### src/source/mem_map_pkg.sv
package mem_map_pkg;

   // **************************************************************************
   // region and bus types
   // **************************************************************************

   // decoder result, in priority order.
   typedef enum logic [2:0] {
      bios,
      main,
      scratch,
      hw_reg,
      parport,
      unmapped
   } region_t;

   // one word access from the cpu.
   typedef struct packed {
      logic [31:0] addr;
      logic [31:0] wdata;
      logic        ren;
      logic        wen;
   } cpu_req_t;

   // decoded region with every per-region address already worked out.
   typedef struct packed {
      region_t     region;
      logic [16:0] blk_addr;
      logic [24:0] sd_addr;
      logic [7:0]  scratch_index;
      logic [10:0] hw_index;
   } decode_t;

   // **************************************************************************
   // address map
   // **************************************************************************

   // bios mirrors in kuseg, kseg0 and kseg1.
   localparam logic [31:0] BIOS_TAG_1 = 32'h1FC0_0000;
   localparam logic [31:0] BIOS_TAG_2 = 32'h9FC0_0000;
   localparam logic [31:0] BIOS_TAG_3 = 32'hBFC0_0000;

   localparam logic [2:0]  MAIN_SEG_KUSEG = 3'b000;
   localparam logic [2:0]  MAIN_SEG_KSEG0 = 3'b100;
   localparam logic [2:0]  MAIN_SEG_KSEG1 = 3'b101;
   localparam logic [28:0] MAIN_END       = 29'h0020_0000;   // 2 MB of main ram.
   localparam logic [24:0] MAIN_OFFSET    = 25'h004_0000;

   // range ends are exclusive.
   localparam logic [31:0] SCRATCH_START = 32'h1F80_0000;
   localparam logic [31:0] SCRATCH_END   = 32'h1F80_0400;
   localparam logic [31:0] HW_REG_START  = 32'h1F80_1000;
   localparam logic [31:0] HW_REG_END    = 32'h1F80_3000;
   localparam logic [31:0] PARPORT_START = 32'h1F00_0000;
   localparam logic [31:0] PARPORT_END   = 32'h1F01_0000;

   // sizes and limits.
   localparam int SCRATCH_WORDS = 256;
   localparam int HW_REG_WORDS  = 2048;
   localparam int SD_TIMEOUT    = 64;
   localparam int SD_TIMER_W    = $clog2(SD_TIMEOUT + 1);

endpackage
### src/source/bus_fsm.sv
module bus_fsm (
   input  logic                  clk,
   input  logic                  rst,
   input  mem_map_pkg::cpu_req_t req,
   input  mem_map_pkg::decode_t  dec,
   input  logic [31:0]           blk_rdata,
   input  logic [31:0]           scratch_rdata,
   input  logic [31:0]           hw_rdata,
   input  logic [31:0]           sd_rdata,
   input  logic                  sd_valid,
   input  logic                  sd_waitrequest,
   input  logic                  expired,
   output logic                  ack,
   output logic [31:0]           rdata,
   output logic                  err,
   output logic [16:0]           blk_addr,
   output logic                  scratch_en,
   output logic                  scratch_we,
   output logic [7:0]            scratch_index,
   output logic                  hw_en,
   output logic                  hw_we,
   output logic [10:0]           hw_index,
   output logic [24:0]           sd_addr,
   output logic [31:0]           sd_wdata,
   output logic                  sd_rd,
   output logic                  sd_wr,
   output logic                  timer_start,
   output logic                  timer_active
);

   typedef enum logic [2:0] {
      idle,
      bios_wait,
      ram_access,
      sd_cmd,
      sd_read_wait,
      respond,
      hold
   } state_t;

   state_t               state;
   mem_map_pkg::region_t region_q;
   logic                 is_read;
   logic                 req_valid;
   logic [31:0]          data_q;

   assign req_valid = req.ren | req.wen;
   assign rdata     = data_q;

   // internal rams get their single access cycle in ram_access.
   assign scratch_en = (state == ram_access) && (region_q == mem_map_pkg::scratch);
   assign scratch_we = scratch_en & ~is_read;
   assign hw_en      = (state == ram_access) && (region_q == mem_map_pkg::hw_reg);
   assign hw_we      = hw_en & ~is_read;

   assign timer_start  = (state == idle) && req_valid && (dec.region == mem_map_pkg::main);
   assign timer_active = (state == sd_cmd) || (state == sd_read_wait);

   // **************************************************************************
   // control state
   // **************************************************************************

   always_ff @(posedge clk or posedge rst) begin
      if (rst) begin
         state <= idle;
         ack   <= 1'b0;
         err   <= 1'b0;
         sd_rd <= 1'b0;
         sd_wr <= 1'b0;
      end else begin
         case (state)
            idle: begin
               if (req_valid) begin
                  if (dec.region == mem_map_pkg::main) begin
                     sd_rd <= req.ren;
                     sd_wr <= ~req.ren;
                     state <= sd_cmd;
                  end else begin
                     state <= ram_access;
                  end
               end
            end
            // block ram samples blk_addr here, so bios needs one more cycle.
            ram_access: begin
               state <= (region_q == mem_map_pkg::bios) ? bios_wait : respond;
            end
            bios_wait: begin
               state <= respond;
            end
            sd_cmd: begin
               if (expired) begin
                  sd_rd <= 1'b0;
                  sd_wr <= 1'b0;
                  ack   <= 1'b1;
                  err   <= 1'b1;
                  state <= hold;
               end else if (!sd_waitrequest) begin
                  // command accepted, a write is complete.
                  sd_rd <= 1'b0;
                  sd_wr <= 1'b0;
                  state <= is_read ? sd_read_wait : respond;
               end
            end
            sd_read_wait: begin
               if (expired) begin
                  ack   <= 1'b1;
                  err   <= 1'b1;
                  state <= hold;
               end else if (sd_valid) begin
                  state <= respond;
               end
            end
            respond: begin
               ack   <= 1'b1;
               err   <= (region_q == mem_map_pkg::unmapped);
               state <= hold;
            end
            hold: begin
               if (!req_valid) begin
                  ack   <= 1'b0;
                  err   <= 1'b0;
                  state <= idle;
               end
            end
            default: begin
               state <= idle;
            end
         endcase
      end
   end

   // **************************************************************************
   // latched request and read data
   // **************************************************************************

   always_ff @(posedge clk) begin
      case (state)
         idle: begin
            if (req_valid) begin
               region_q      <= dec.region;
               is_read       <= req.ren;
               blk_addr      <= dec.blk_addr;
               sd_addr       <= dec.sd_addr;
               sd_wdata      <= req.wdata;
               scratch_index <= dec.scratch_index;
               hw_index      <= dec.hw_index;
               data_q        <= '0;
            end
         end
         bios_wait: begin
            if (is_read) begin
               data_q <= blk_rdata;
            end
         end
         sd_read_wait: begin
            if (sd_valid && !expired) begin
               data_q <= sd_rdata;
            end
         end
         // ram output is valid one cycle after ram_access.
         respond: begin
            if (is_read && (region_q == mem_map_pkg::scratch)) begin
               data_q <= scratch_rdata;
            end else if (is_read && (region_q == mem_map_pkg::hw_reg)) begin
               data_q <= hw_rdata;
            end
         end
         default: begin
         end
      endcase
   end

endmodule

### config.mk
export PLATFORM = sky130hd
export DESIGN_NAME = bus_fsm
export DESIGN_NICKNAME = d
export VERILOG_FILES = /design/src/source/mem_map_pkg.sv /design/src/source/bus_fsm.sv
export SDC_FILE = /design/constraint.sdc
export NUM_CORES = 1
export LEC_CHECK = 0
export BUFFER_PORTS_ARGS = -buffer_cell sky130_fd_sc_hd__buf_4
export CELL_PAD_IN_SITES_DETAIL_PLACEMENT = 1
export CELL_PAD_IN_SITES_GLOBAL_PLACEMENT = 2
export CORE_ASPECT_RATIO = 1.75
export CORE_MARGIN = 2
export CORE_UTILIZATION = 22
export DETAILED_ROUTE_END_ITERATION = 8
export GPL_TIMING_DRIVEN = 0
export PLACE_DENSITY_LB_ADDON = 0.1
export SYNTH_ARGS = -nofsm -noshare
export SYNTH_HDL_FRONTEND = slang
export SYNTH_SLANG_ARGS = --single-unit
### constraint.sdc
create_clock -name clk -period 7.23 [get_ports clk]
set_input_delay 0.3615 -clock clk [delete_from_list [all_inputs] [get_ports clk]]
set_output_delay 0.3615 -clock clk [all_outputs]
set_load 0.03 [all_outputs]
# --- Word level (Yosys, flattened, before mapping) ---
# Cells that the tools add are included.
totals:
  ff_bits: 136
  input_bits: 263
  elab_cells: 85
classes:
  n_eq_ne: 19
  mux: 28
  n_bitwise: 5
  n_reduce_logical: 20
ops:
  columns: ["cell", "n"]
  rows:
  - ["32-bit two-way mux", 5]
  - ["32-bit one-hot mux with 4 select lines", 1]
  - ["3-bit two-way mux", 7]
  - ["3-bit one-hot mux with 7 select lines", 1]
  - ["3-bit by 2-bit == test with 1-bit output, second input constant", 4]
  - ["3-bit == test, second input constant", 4]
  - ["1-bit two-way mux", 10]
  - ["3-bit inequality test, second input constant", 3]
  - ["4-bit AND reduction", 2]
  - ["1-bit logical AND", 7]
  - ["3-bit by 1-bit == test with 1-bit output, second input constant", 2]
  - ["3-bit zero test", 2]
  - ["2-bit by 1-bit inequality test with 1-bit output, second input constant", 3]
  - ["2-bit inequality test, second input constant", 3]
  - ["1-bit one-hot mux with 3 select lines", 2]
  - ["5-bit AND reduction", 1]
  - ["1-bit one-hot mux with 2 select lines", 2]
  - ["4-bit nonzero test", 1]
  - ["3-bit AND reduction", 1]
  - ["3-bit nonzero test", 1]
  - ["1-bit bitwise AND", 2]
  - ["1-bit inverter", 2]
  - ["2-bit AND reduction", 1]
  - ["2-bit nonzero test", 1]
  - ["other kinds (4)", 4]

# --- Longest topological paths before layout ---
# Gate-level depths: netlist of run 1.
logic_depth:
  depth_word: 5
  ltp_mapped: 6
  ltp_nobuf: 4

# --- Worst setup path after synthesis of run 1 ---
# Ideal clock, no wire load.
synth_path:
  path_type: "reg2reg"
  start: "reg state[2]"
  end: "reg blk_addr[0], enable pin"
  t_arrival_ns: 7.307
  path_slack_ns: -0.749
  path_stages_with_launch: 4
  n_path_buf: 2
  period_less_slack_ns: 7.979
  path_cell_list: "dfrtp_1 > buf_2 > buf_2 > nor3_1"
synth_between:
  elab_chain_cells: 2
synth_lines:
  columns: ["element", "line", "rtl"]
  rows:
  - ["start: declaration", "bus_fsm.sv:41", "state_t state;"]
  - ["start signal: assignment", "bus_fsm.sv:65", "state <= idle;"]
  - ["start signal: assignment", "bus_fsm.sv:77", "state <= sd_cmd;"]
  - ["start signal: assignment", "bus_fsm.sv:79", "state <= ram_access;"]
  - ["3-bit zero test", "bus_fsm.sv:137", "case (state)"]
  - ["2-bit AND reduction (no source line)", null, null]
  - ["end signal: assignment", "bus_fsm.sv:142", "blk_addr <= dec.blk_addr;"]
  - ["end: declaration", "bus_fsm.sv:16", "output logic [16:0] blk_addr,"]
# Every way passes these cells.
# A chain may end at the register's enable or synchronous reset.

# --- Final worst setup path of run 1 ---
layout_path:
  start: "reg state[2]"
  end: "reg blk_addr[2], enable pin"
# The elaborated chain is that of the path after synthesis.

==> summary.md, run 1 <==
| Metric | Value |
|---|---|
| Status | completed |
| Crit path max-delay family | buffers and inverters |
| Vias in the first global route | 4897 |
| Startpoint types | flop |
| H-tree Lvls | 4 |
| Seq/Total Area, Yosys | 75.38% |
| Nets@finish | ~980 |
| Rows | 75 |
| Ports | 398 |
| Yosys reg bits | 136 |
| Initial antenna violation count | 2 |
| Post-Syn Area per Cell | 16.53 um^2 |
| Area Overhead vs Synth | 71.79% |
| Rel. slew slack | between 50% and 60% |
| Die height | 210.7 um |
| Detailed placement HPWL | 18.25 mm |
| Filler cells | 2616 |
| GR Overflow Total | 0 |
| Clk pin slew, worst setup/hold paths | 0.06 ns |
| Max Clk Rate | 409.4 MHz |
| Initial Util | 22.36% |
| Final GP Congestion | ~0.75 |
| Most frequent CP cell | buf_16 |
| Internal | 2.189 mW |
| Pin count of the biggest net entering global routing | 24 |
| Port Buffers | 364 |
| CTS sink cnt | 136 |
| Synth Instances | 325 |
| CTS tree | yes |
| Crit Path Max Fanout | 23 |
| EDFF count, synth | 129 |
| Kind of critical path | flop to flop |
| CTS max path bufs | 2 |
| Switching Fraction | 37.55% |
| VDD IR max | 0.0001447 V |
| Drt drc | 0 |
| Wirelength, routed | around 23 mm |
| Vias per cell | 4.398 |
| Later-pin clock latency in the skew report | 0.44 ns |
| Final min period | 2.443 ns |
| Layout Skew | 0.006622 ns |
| CP required | 7.37 ns |
| Clock root buffer | clkbuf_16 |
| Pleak | 3.787 nW |
| Chip Width | 122.1 um |
| Die ar. | 0.02573 mm^2 |
| Postcts setup bufs | 0 |
| Worst Hold Class | input pin to flop |
| DR WL/cell | 21.75 um |
| RSZ-0062 raised after global routing | no |
| GR Util All Layers | ~17% |
| NetSw | 1.317 mW |
| Unique masters post-synth | 43 |
| Clock power share | between 20% and 30% |
| Max-cap violations | 0 |
| Sequential power share | 35.0% |
| Count of final setup violators | 0 |
| Reg area | 0.004049 mm^2 |
| Via Count | 4561 |
| Crit path buf inv count | 6 |
| WHS | 0.09936 ns |
| First-pass iteration count of the detailed router | 4 |
| Cts bufs inserted | 17 |
| Max Slew Vio Count | 0 |
| Power Dens Cells | approximately 380 mW/mm^2 |
| Critical Path, Cell by Cell | buf_2 > buf_2 > nor3_4 > buf_8 > buf_16 > buf_16 > buf_16 |
| Multi-input gate area | roughly 0.0012 mm^2 |
| Core area | 0.02402 mm^2 |
| Layout cells sized above 1 | 57.22% |
| Tcrit/Tclk final | approximately 34% |
| Critical path capture point type | flop |
| Setup TNS | 0 ns |
| First-pass GRT wire length | roughly 31 mm |
| Routed Antenna Nets | 0 |
| Async S/R FF share, synth | 5.147% |
| Worst Tran Pin Value | 0.6866 ns |
| CP max-delay cell | nor3_4 |
| Worst stage delay on the critical path | about 0.44 ns |
| Synth Flop Type | edfxtp_1 |
| Combinational power share | 41.4% |
| Worst path arrival time | roughly 2.6 ns |
| Synthesized cell area | 0.005371 mm^2 |
| Hold Violations, Final | 0 |
| Syn Nets | 588 |
| Ys Warns | 0 |
| Initial DRC count | 143 |
==> cell families (layout without fill, tap and decap cells) <==
| kind of cell | Yosys count | count (layout) | synth area share, % |
|---|---|---|---|
| muxes | 33 | 33 | 6.173 |
| AOI/OAI and AO/OA | 87 | 87 | 11.11 |
| and+or+nand+nor | 41 | 41 | 4.473 |
| buffers and inverters | 26 | 428 | 2.539 |
| xor gates and xnor gates | 2 | 2 | 0.3262 |
| DFF | 136 | 136 | 75.38 |
| other | 0 | 2 | 0 |
==> Yosys cell counts, drive strengths merged (3+ instances only) <==
| library cell | instances | share of area [%] |
|---|---|---|
| nor2 | 10 | 0.70 |
| dfrtp | 7 | 3.3 |
| nand2 | 7 | 0.49 |
| nor2b | 4 | 0.47 |
| buf | 16 | 1.8 |
| nor3 | 5 | 0.56 |
| o21ai | 9 | 0.84 |
| mux2i | 32 | 6.0 |
| edfxtp | 129 | 72 |
| o22ai | 32 | 3.7 |
| nand2b | 3 | 0.49 |
| clkbuf | 8 | 0.56 |
| a22oi | 32 | 4.5 |
==> per-layer routing <==
metal,track usage [%],vias up,wire length [um]
met5,0,-,0
met4,8.086,0,637
met3,6.479,33,2160
met2,32.85,239,12730
met1,15.80,2198,7026
li1,-,2091,-
==> path summary, 6_finish.rpt <==
| path | startpoint | end | slack [ns] | cells after the start |
|---|---|---|---|---|
| worst max-delay path | state[2] | blk_addr[2] | 4.79 | 7 |
| worst min-delay path | dec[24] | sd_addr[5] | 0.1 | 1 |
| worst max register to register | state[2] | blk_addr[2] | 4.79 | 7 |
| worst min register to register | sd_wr | sd_wr | 0.49 | 1 |
| max in group asynchronous | rst | state[2] | 6.57 | 3 |
| min in group asynchronous | rst | sd_wr | 0.43 | 3 |
==> layout make-up <==
class | count | area share (%)
Antenna cell | 2 | 0.05424
Buffer | 24 | 1.397
Clock buffer | 21 | 4.773
Clock inverter | 9 | 1.125
Inverter | 2 | 0.08136
Multi-Input combinational cell | 163 | 13.11
Sequential cell | 136 | 43.88
Tap cell | 308 | 4.176
Timing Repair Buffer | 372 | 31.40
==> per-stage QoR <==
step                      setup WS (ns)  power (mW)  utilization, %  instances  instance area, um^2
after floorplan                   2.217       2.052               -        325                 5376
after global placement           0.5845       2.661           35.36        997                 8494
after detailed placement          4.767       2.725           36.08       1004                 8668
after CTS                         4.749       3.568           38.39       1035                 9223
after global routing              4.624       3.687           38.41       1037                 9228
final                             4.787       3.506           38.41       1037                 9228
==> registers in the layout (all words and copies together), names as in the netlist <==
signal,count
sd_rd,1
sd_wdata,32
state,3
err,1
ack,1
sd_wr,1
blk_addr,17
sd_addr,25
scratch_index,8
region_q,3
is_read,1
rdata,32
hw_index,11
==> power by group through the flow <==
stage | Clock (mW) | Sequential, mW | Combinational, mW
after CTS | 0.853 | 1.23 | 1.48
final | 0.828 | 1.23 | 1.45
after floorplan | 0 | 1.65 | 0.406
after detailed placement | 0 | 1.25 | 1.48
after global routing | 0.883 | 1.25 | 1.55
after global placement | 0 | 1.28 | 1.38
==> layout by cell type (no fill, tap or decap), drive strengths merged, types with 5 or more instances in the layout <==
master and n:
edfxtp 129, o21ai 9, buf 387, clkbuf 29
dfrtp 7, nor3 5, o22ai 32, nor2 10
a22oi 32, mux2i 32, nand2 7
==> what timing repair did <==
| item | in CTS | in global routing |
|---|---|---|
| resized for setup | 0 | 0 |
| hold buffers | 1 | 0 |
| hold endpoints to repair | 7 | 0 |
Power figures use the tool's default switching activity.
==> inputs of run 2 (changes only) <==
- CORE_ASPECT_RATIO: 1.75 -> not set
- CORE_UTILIZATION: 22 -> 24
- clock period: 7.23 -> 2.3 ns (I/O delays scaled with it)
==> run 2 against run 1 <==
Final cell count up 6.9%. Power increased to 3.3 times the previous value. Critical path depth increased by 1. Routed wire length shrank 1.3%. First-iteration DRC count rose by 34%. Sequential power grew to 3.1 times the previous value. Clock-buffer cell count shrank 4. Clock power rose to 3.5 times the previous value. Fmax up 15%. Critical path type unchanged. Highest routed layer unchanged.
==> summary.md, run 2 (synthesis gave the netlist of run 1 again) <==
| Metric | Value |
|---|---|
| Status | completed (unchanged) |
| Startpoint types | flop (unchanged) |
| Max Slew Vio Count | 0 (unchanged) |
| VDD IR max | 0.0004193 V (was 0.0001447 V) |
| Kind of critical path | flop to flop (unchanged) |
| Core area | 0.02189 mm^2 (was 0.02402 mm^2) |
| Vias per cell | 4.442 (was 4.398) |
| Most frequent cells in the layout | 369 x buf_4, 129 x edfxtp_1, 98 x dlygate4sd3_1 (was 365 x buf_4, 129 x edfxtp_1, 32 x a22oi_1, 32 x mux2i_1, 32 x o22ai_1) |
| Worst Hold Class | input pin to flop (unchanged) |
| H-tree Lvls | 4 (unchanged) |
| Detailed placement HPWL | 17.02 mm (was 18.25 mm) |
| Internal | 7.108 mW (was 2.189 mW) |
| Most common cell after layout, fill and taps aside | buf_4 (unchanged) |
| Worst stage delay on the critical path | 0.43 ns (was 0.44 ns) |
| Max-cap violations | 0 (unchanged) |
| Pre-CTS setup slack | -0.4592 ns (was 4.767 ns) |
| Worst R2R Path Depth | 8 (was 7) |
| CTS sink cnt | 136 (unchanged) |
| Worst Tran Pin Value | 0.6665 ns (was 0.6866 ns) |
| Initial antenna violation count | 0 (was 2) |
| First-pass iteration count of the detailed router | 4 (unchanged) |
| Filler cells | 2310 (was 2616) |
| Pleak | 4.254 nW (was 3.787 nW) |
| Crit Path Max Fanout | 33 (was 23) |
| Routed Antenna Nets | 0 (unchanged) |
| GR Overflow Total | 0 (unchanged) |
| DR WL/cell | 20.08 um (was 21.75 um) |
| Nets@finish | 1079 (was 979) |
| Initial DRC count | 192 (was 143) |
| Final critical-path setup slack | 0.1704 ns (was 4.787 ns) |
| Hold Violations, Final | 0 (unchanged) |
| WHS | 0.05238 ns (was 0.09936 ns) |
| Drt drc | 0 (unchanged) |
| Sequential power share | 33.7% (was 35.0%) |
| Later-pin clock latency in the skew report | 0.42 ns (was 0.44 ns) |
| Non-Filler Instances | 1109 (was 1037) |
| Initial Util | 24.54% (was 22.36%) |
| Chip Width | 153.6 um (was 122.1 um) |
| Port Buffers | 364 (unchanged) |
| Critical path capture point type | flop (unchanged) |
| CP required | 2.42 ns (was 7.37 ns) |
| CTS max path bufs | 2 (unchanged) |
| Rel. slew slack | 55.40% (was 54.06%) |
| Layout Skew | 0.01262 ns (was 0.006622 ns) |
| Pin count of the biggest net entering global routing | 19 (was 24) |
| First-pass GRT wire length | 33.15 mm (was 31.43 mm) |
| Count of final setup violators | 0 (unchanged) |
| Wirelength, routed | 22.27 mm (was 22.56 mm) |
| RSZ-0062 raised after global routing | no (unchanged) |
| Final Power | 11.48 mW (was 3.506 mW) |
| Clk pin slew, worst setup/hold paths | 0.07 ns (was 0.06 ns) |
| Clock root buffer | clkbuf_16 (unchanged) |
| Via Count | 4926 (was 4561) |
| NetSw | 4.367 mW (was 1.317 mW) |
| Power Dens Cells | 1119 mW/mm^2 (was 379.9 mW/mm^2) |
| Layout cells sized above 1 | 51.75% (was 57.22%) |
| Setup TNS | 0 ns (unchanged) |
| Rows | 54 (was 75) |
| Max Clk Rate | 469.6 MHz (was 409.4 MHz) |
| Area Overhead vs Synth | 90.85% (was 71.79%) |
| Final GP Congestion | 0.8251 (was 0.7538) |
| Hold depth | 4 (was 1) |
| Die ar. | 0.02359 mm^2 (was 0.02573 mm^2) |
| Ports | 398 (unchanged) |
| Dpl cells | 976 (was 1004) |
| Fin area | 0.01025 mm^2 (was 0.009228 mm^2) |
| Switching Fraction | 38.06% (was 37.55%) |
| Cts bufs inserted | 17 (unchanged) |
| Finished Core Util | 46.83% (was 38.41%) |
| Most frequent CP cell | buf_16 (unchanged) |
| Vias in the first global route | 5429 (was 4897) |
| Antenna Cells | 0 (was 2) |
| CTS tree | yes (unchanged) |
| Tcrit/Tclk final | 92.59% (was 33.78%) |
| Worst path arrival time | 2.25 ns (was 2.58 ns) |
| CP max-delay cell | dfrtp_1 (was nor3_4) |
| Combinational power share | 41.1% (was 41.4%) |
| GR Util All Layers | 18.56% (was 17.30%) |
| Die height | 153.6 um (was 210.7 um) |
| Clock power share | 25.2% (was 23.6%) |
| Area after DPL | 0.008636 mm^2 (was 0.008668 mm^2) |
| Final min period | 2.130 ns (was 2.443 ns) |
| Critical Path, Cell by Cell | buf_6 > buf_6 > nor3_4 > buf_8 > buf_16 > buf_8 > buf_16 > buf_16 (was buf_2 > buf_2 > nor3_4 > buf_8 > buf_16 > buf_16 > buf_16) |
[run 2: changes by cell type in the layout (fill, tap and decap cells not counted), moves of 2 or more]
cell,change
buf_4,+4
diode_2,-2
clkinvlp_4,-2
clkbuf_1,-4
dlygate4sd3_1,+97
clkinv_1,-2
buf_2,-2
buf_6,+2
inv_6,+5
inv_8,+5
[run 2: per-layer routing]
layer  global-route usage [%]  vias up  share of wire, %
li1                         -     2306                 -
met1                    22.08     2377                40
met2                    33.04      222                52
met3                    4.961       21               6.1
met4                    5.111        0               1.5
met5                        0        -                 0
[run 2: area by class of cell]
class,instances,area (um^2),area share [%]
buffer,24,141.4,1.379
clock buffer,17,425.4,4.150
clock inverter,15,192.7,1.880
inverter,2,7.507,0.07323
multi-input combinational,163,1212,11.83
sequential,136,4050,39.51
tap,280,350.3,3.418
timing repair buffer,472,3871,37.76
[run 2: worst max-delay path: cells and delay by family, from the launching register on]
| family | cells | cell delay, ns |
|---|---|---|
| buffers and inverters | 7 | 1.14 |
| flip-flops | 1 | 0.43 |
| AND/OR/NAND/NOR | 1 | 0.24 |
[run 2: timing repair]
| item | 4_1_cts | 5_1_grt |
|---|---|---|
| pin swaps | 2 | 0 |
| setup buffers | 4 | 0 |
| endpoints found under the hold margin | 105 | 0 |
| cloned | 0 | 0 |
| resized for setup | 1 | 0 |
| hold buffers | 98 | 0 |
| setup endpoints to repair | 81 | 17 |
[run 2: final timing paths]
path / start / end / slack (ns)
max in group asynchronous: rst / state[0] / 1.83
worst max-delay path: state[2] / scratch_index[0] / 0.17
worst min register to register: sd_wr / sd_wr / 0.51
min in group asynchronous: rst / sd_rd / 0.20
worst max register to register: state[2] / scratch_index[0] / 0.17
worst min-delay path: req[0] / sd_wr / 0.05
[run 2: power by group through the flow]
stage | sequential (mW) | clock, mW | combinational, mW
2_1_floorplan | 5.13 | 0 | 1.35
3_3_place_gp | 3.96 | 0 | 4.36
3_5_place_dp | 3.92 | 0 | 4.60
4_1_cts | 3.87 | 2.97 | 4.80
5_1_grt | 3.93 | 3.06 | 5.04
6_report | 3.87 | 2.89 | 4.72
==> inputs of run 3 (changes only) <==
- CELL_PAD_IN_SITES_DETAIL_PLACEMENT: 1 -> not set
- CELL_PAD_IN_SITES_GLOBAL_PLACEMENT: 2 -> not set
- CORE_AREA: not set -> 2 2 155 157
- CORE_MARGIN: 2 -> not set
- CORE_UTILIZATION: 24 -> not set
- CTS_BUF_LIST: not set -> sky130_fd_sc_hd__clkbuf_16
- DIE_AREA: not set -> 0 0 157 159
- PLACE_DENSITY_LB_ADDON: 0.1 -> not set
==> run 3 against run 2 <==
Critical path depth fell by 4. Clock-buffer cell count did not move. Routed wire length fell by 9.4%. Highest routed layer unchanged. Register-to-register slack got worse by 0.05 ns. Global-route usage fell by 3.0 points. Flip-flop and latch count did not move. Worst setup slack got worse by 0.049 ns.
==> summary.md, run 3 (synthesis gave the netlist of run 1 again) <==
| Metric | Value |
|---|---|
| GR Overflow Total | 0 (unchanged) |
| First-pass iteration count of the detailed router | 5 (was 4) |
| Worst path arrival time | 2.28 ns (was 2.25 ns) |
| VDD IR max | 0.0005802 V (was 0.0004193 V) |
| Hold Violations, Final | 0 (unchanged) |
| Via Count | 4896 (was 4926) |
| Routed Antenna Nets | 0 (unchanged) |
| Status | completed (unchanged) |
| Crit path buf inv count | 2 (was 7) |
| GR Util All Layers | 15.60% (was 18.56%) |
| Layout Skew | 0.01163 ns (was 0.01262 ns) |
| Final min period | 2.179 ns (was 2.130 ns) |
| Clock power share | 24.4% (was 25.2%) |
| Combinational power share | 41.6% (was 41.1%) |
| Port Buffers | 364 (unchanged) |
| CP required | 2.40 ns (was 2.42 ns) |
| RSZ-0062 raised after global routing | no (unchanged) |
| Layout cells sized above 1 | 51.63% (was 51.75%) |
| Cts bufs inserted | 17 (unchanged) |
| Count of final setup violators | 0 (unchanged) |
| Crit Path Max Fanout | 10 (was 33) |
| Rel. slew slack | 51.08% (was 55.40%) |
| Most common cell after layout, fill and taps aside | buf_4 (unchanged) |
| Max-cap violations | 0 (unchanged) |
| Worst r2r src | state[0] (was state[2]) |
| Vias per cell | 4.272 (was 4.442) |
| Initial DRC count | 268 (was 192) |
| WHS | 0.04272 ns (was 0.05238 ns) |
| CTS max path bufs | 2 (unchanged) |
| Power Dens Cells | 1105 mW/mm^2 (was 1119 mW/mm^2) |
| Initial Util | 23.16% (was 24.54%) |
| Critical Path, Cell by Cell | buf_2 > nand3b_1 > clkbuf_1 > o22ai_1 (was buf_6 > buf_6 > nor3_4 > buf_8 > buf_16 > buf_8 > buf_16 > buf_16) |
| Rows | 56 (was 54) |
| Worst Hold Path EP | sd_wr (unchanged) |
| Later-pin clock latency in the skew report | 0.42 ns (about the same) |
| Area Overhead vs Synth | 91.54% (was 90.85%) |
| Chip Width | 157 um (was 153.6 um) |
| NetSw | 4.353 mW (was 4.367 mW) |
| Pin count of the biggest net entering global routing | 23 (was 19) |
| Worst stage delay on the critical path | 0.61 ns (was 0.43 ns) |
| Crit path max-delay family | buffers and inverters (unchanged) |
| DR WL/cell | 17.60 um (was 20.08 um) |
| Dpl cells | 1015 (was 976) |
| CTS resizes | 0 (was 1) |
| Core area | 0.02319 mm^2 (was 0.02189 mm^2) |
| Worst Tran Pin Value | 0.7339 ns (was 0.6665 ns) |
| Tcrit/Tclk final | 94.74% (was 92.59%) |
| CTS tree | yes (unchanged) |
| Startpoint types | flop (unchanged) |
| Hold depth | 4 (unchanged) |
| Sequential power share | 34.0% (was 33.7%) |
| H-tree Lvls | 4 (unchanged) |
| Detailed placement HPWL | 15.12 mm (was 17.02 mm) |
| HP Start | req[0] (unchanged) |
| Worst Hold Class | input pin to flop (unchanged) |
| Initial antenna violation count | 0 (unchanged) |
| Max Slew Vio Count | 0 (unchanged) |
| Clock root buffer | clkbuf_16 (unchanged) |
| Filler cells | 2097 (was 2310) |
| Wirelength, routed | 20.17 mm (was 22.27 mm) |
| Max Clk Rate | 458.9 MHz (was 469.6 MHz) |
| Clk pin slew, worst setup/hold paths | 0.07 ns (about the same) |
| R2r setup slk | 0.12 ns (was 0.17 ns) |
| CTS sink cnt | 136 (unchanged) |
| Die ar. | 0.02496 mm^2 (was 0.02359 mm^2) |
| Antenna Cells | 0 (unchanged) |
| Nets@finish | 1077 (was 1079) |
| R2R Path End | rdata[25] (was scratch_index[0]) |
| Critical path capture point type | flop (unchanged) |
| Ports | 398 (unchanged) |
| First-pass GRT wire length | 29.21 mm (was 33.15 mm) |
| Most frequent cells in the layout | 367 x buf_4, 129 x edfxtp_1, 98 x dlygate4sd3_1 (was 369 x buf_4, 129 x edfxtp_1, 98 x dlygate4sd3_1) |
| CP max-delay cell | clkbuf_1 (was dfrtp_1) |
| Setup TNS | 0 ns (unchanged) |
| Final GP Congestion | 0.8126 (was 0.8251) |
| Worst R2R Path Depth | 4 (was 8) |
| Kind of critical path | flop to flop (unchanged) |
| Non-Filler Instances | 1146 (was 1109) |
| Internal | 7.015 mW (was 7.108 mW) |
| Pleak | 4.238 nW (was 4.254 nW) |
| Switching Fraction | 38.29% (was 38.06%) |
| Vias in the first global route | 5023 (was 5429) |
| Drt drc | 0 (unchanged) |
| Die height | 159 um (was 153.6 um) |
-- run 3: cell count changes in the layout (fill, tap and decap cells not counted) --
cell,change
clkinv_8,+1
bufinv_16,-1
dfrtp_2,-1
buf_16,+1
clkinvlp_4,+2
buf_4,-2
dfrtp_1,+1
inv_8,-1
clkinv_4,-1
clkbuf_1,-1
-- run 3: worst max path at each step --
stage | from | to | cells past startpoint
finish | state[0] | rdata[25] | 4
global placement | state[2] | sd_wdata[28] | 3
detailed placement | state[1] | rdata[0] | 6
CTS | state[0] | sd_wdata[8] | 6
floorplan | state[0] | blk_addr[0] | 2
global route | state[0] | rdata[25] | 4
-- run 3: tightest hold or removal path: stages --
cell	delay, ns
buf_4	0.08
nor3_1	0.04
nor3_2	0.09
a21o_1	0.09
-- run 3: through the flow --
step	area, um^2	utilization [%]	power, mW	worst slack [ns]
3_5_place_dp	8697	37.50	8.522	-0.2132
4_1_cts	10280	44.33	11.48	0.03324
6_report	10290	44.36	11.37	0.1210
5_1_grt	10290	44.36	11.90	0.03976
3_3_place_gp	8542	36.83	8.318	-2.252
2_1_floorplan	5410	-	6.480	-1.158
-- run 3: timing repair --
item	4_1_cts	5_1_grt
pin swaps	1	1
setup buffers	1	1
endpoints found under the setup margin	28	22
endpoints found under the hold margin	106	0
hold buffers	98	0
-- run 3: area by class of cell --
class	count	area, um^2	area share, %
clock inverters	15	173.9	1.690
inverters	2	7.507	0.07297
multi-input cells	163	1212	11.78
plain buffers	23	137.6	1.338
repair buffers	471	3884	37.75
well taps	319	399.1	3.879
flip-flops and latches	136	4049	39.35
clock buffers	17	425.4	4.135
-- run 3: per-layer routing --
layer | routed length, um | up-vias | GRT usage (%)
met2 | 10340 | 265 | 27.85
li1 | - | 2298 | -
met5 | 0 | - | 0
met3 | 1762 | 13 | 4.927
met1 | 7876 | 2320 | 18.05
met4 | 193 | 0 | 3.753
-- run 3: power groups by stage --
stage | Clock (mW) | Sequential [mW] | Combinational [mW]
6_report | 2.78 | 3.86 | 4.73
5_1_grt | 2.95 | 3.93 | 5.02
4_1_cts | 2.86 | 3.86 | 4.76
3_5_place_dp | 0 | 3.91 | 4.61
3_3_place_gp | 0 | 3.97 | 4.35
2_1_floorplan | 0 | 5.13 | 1.35
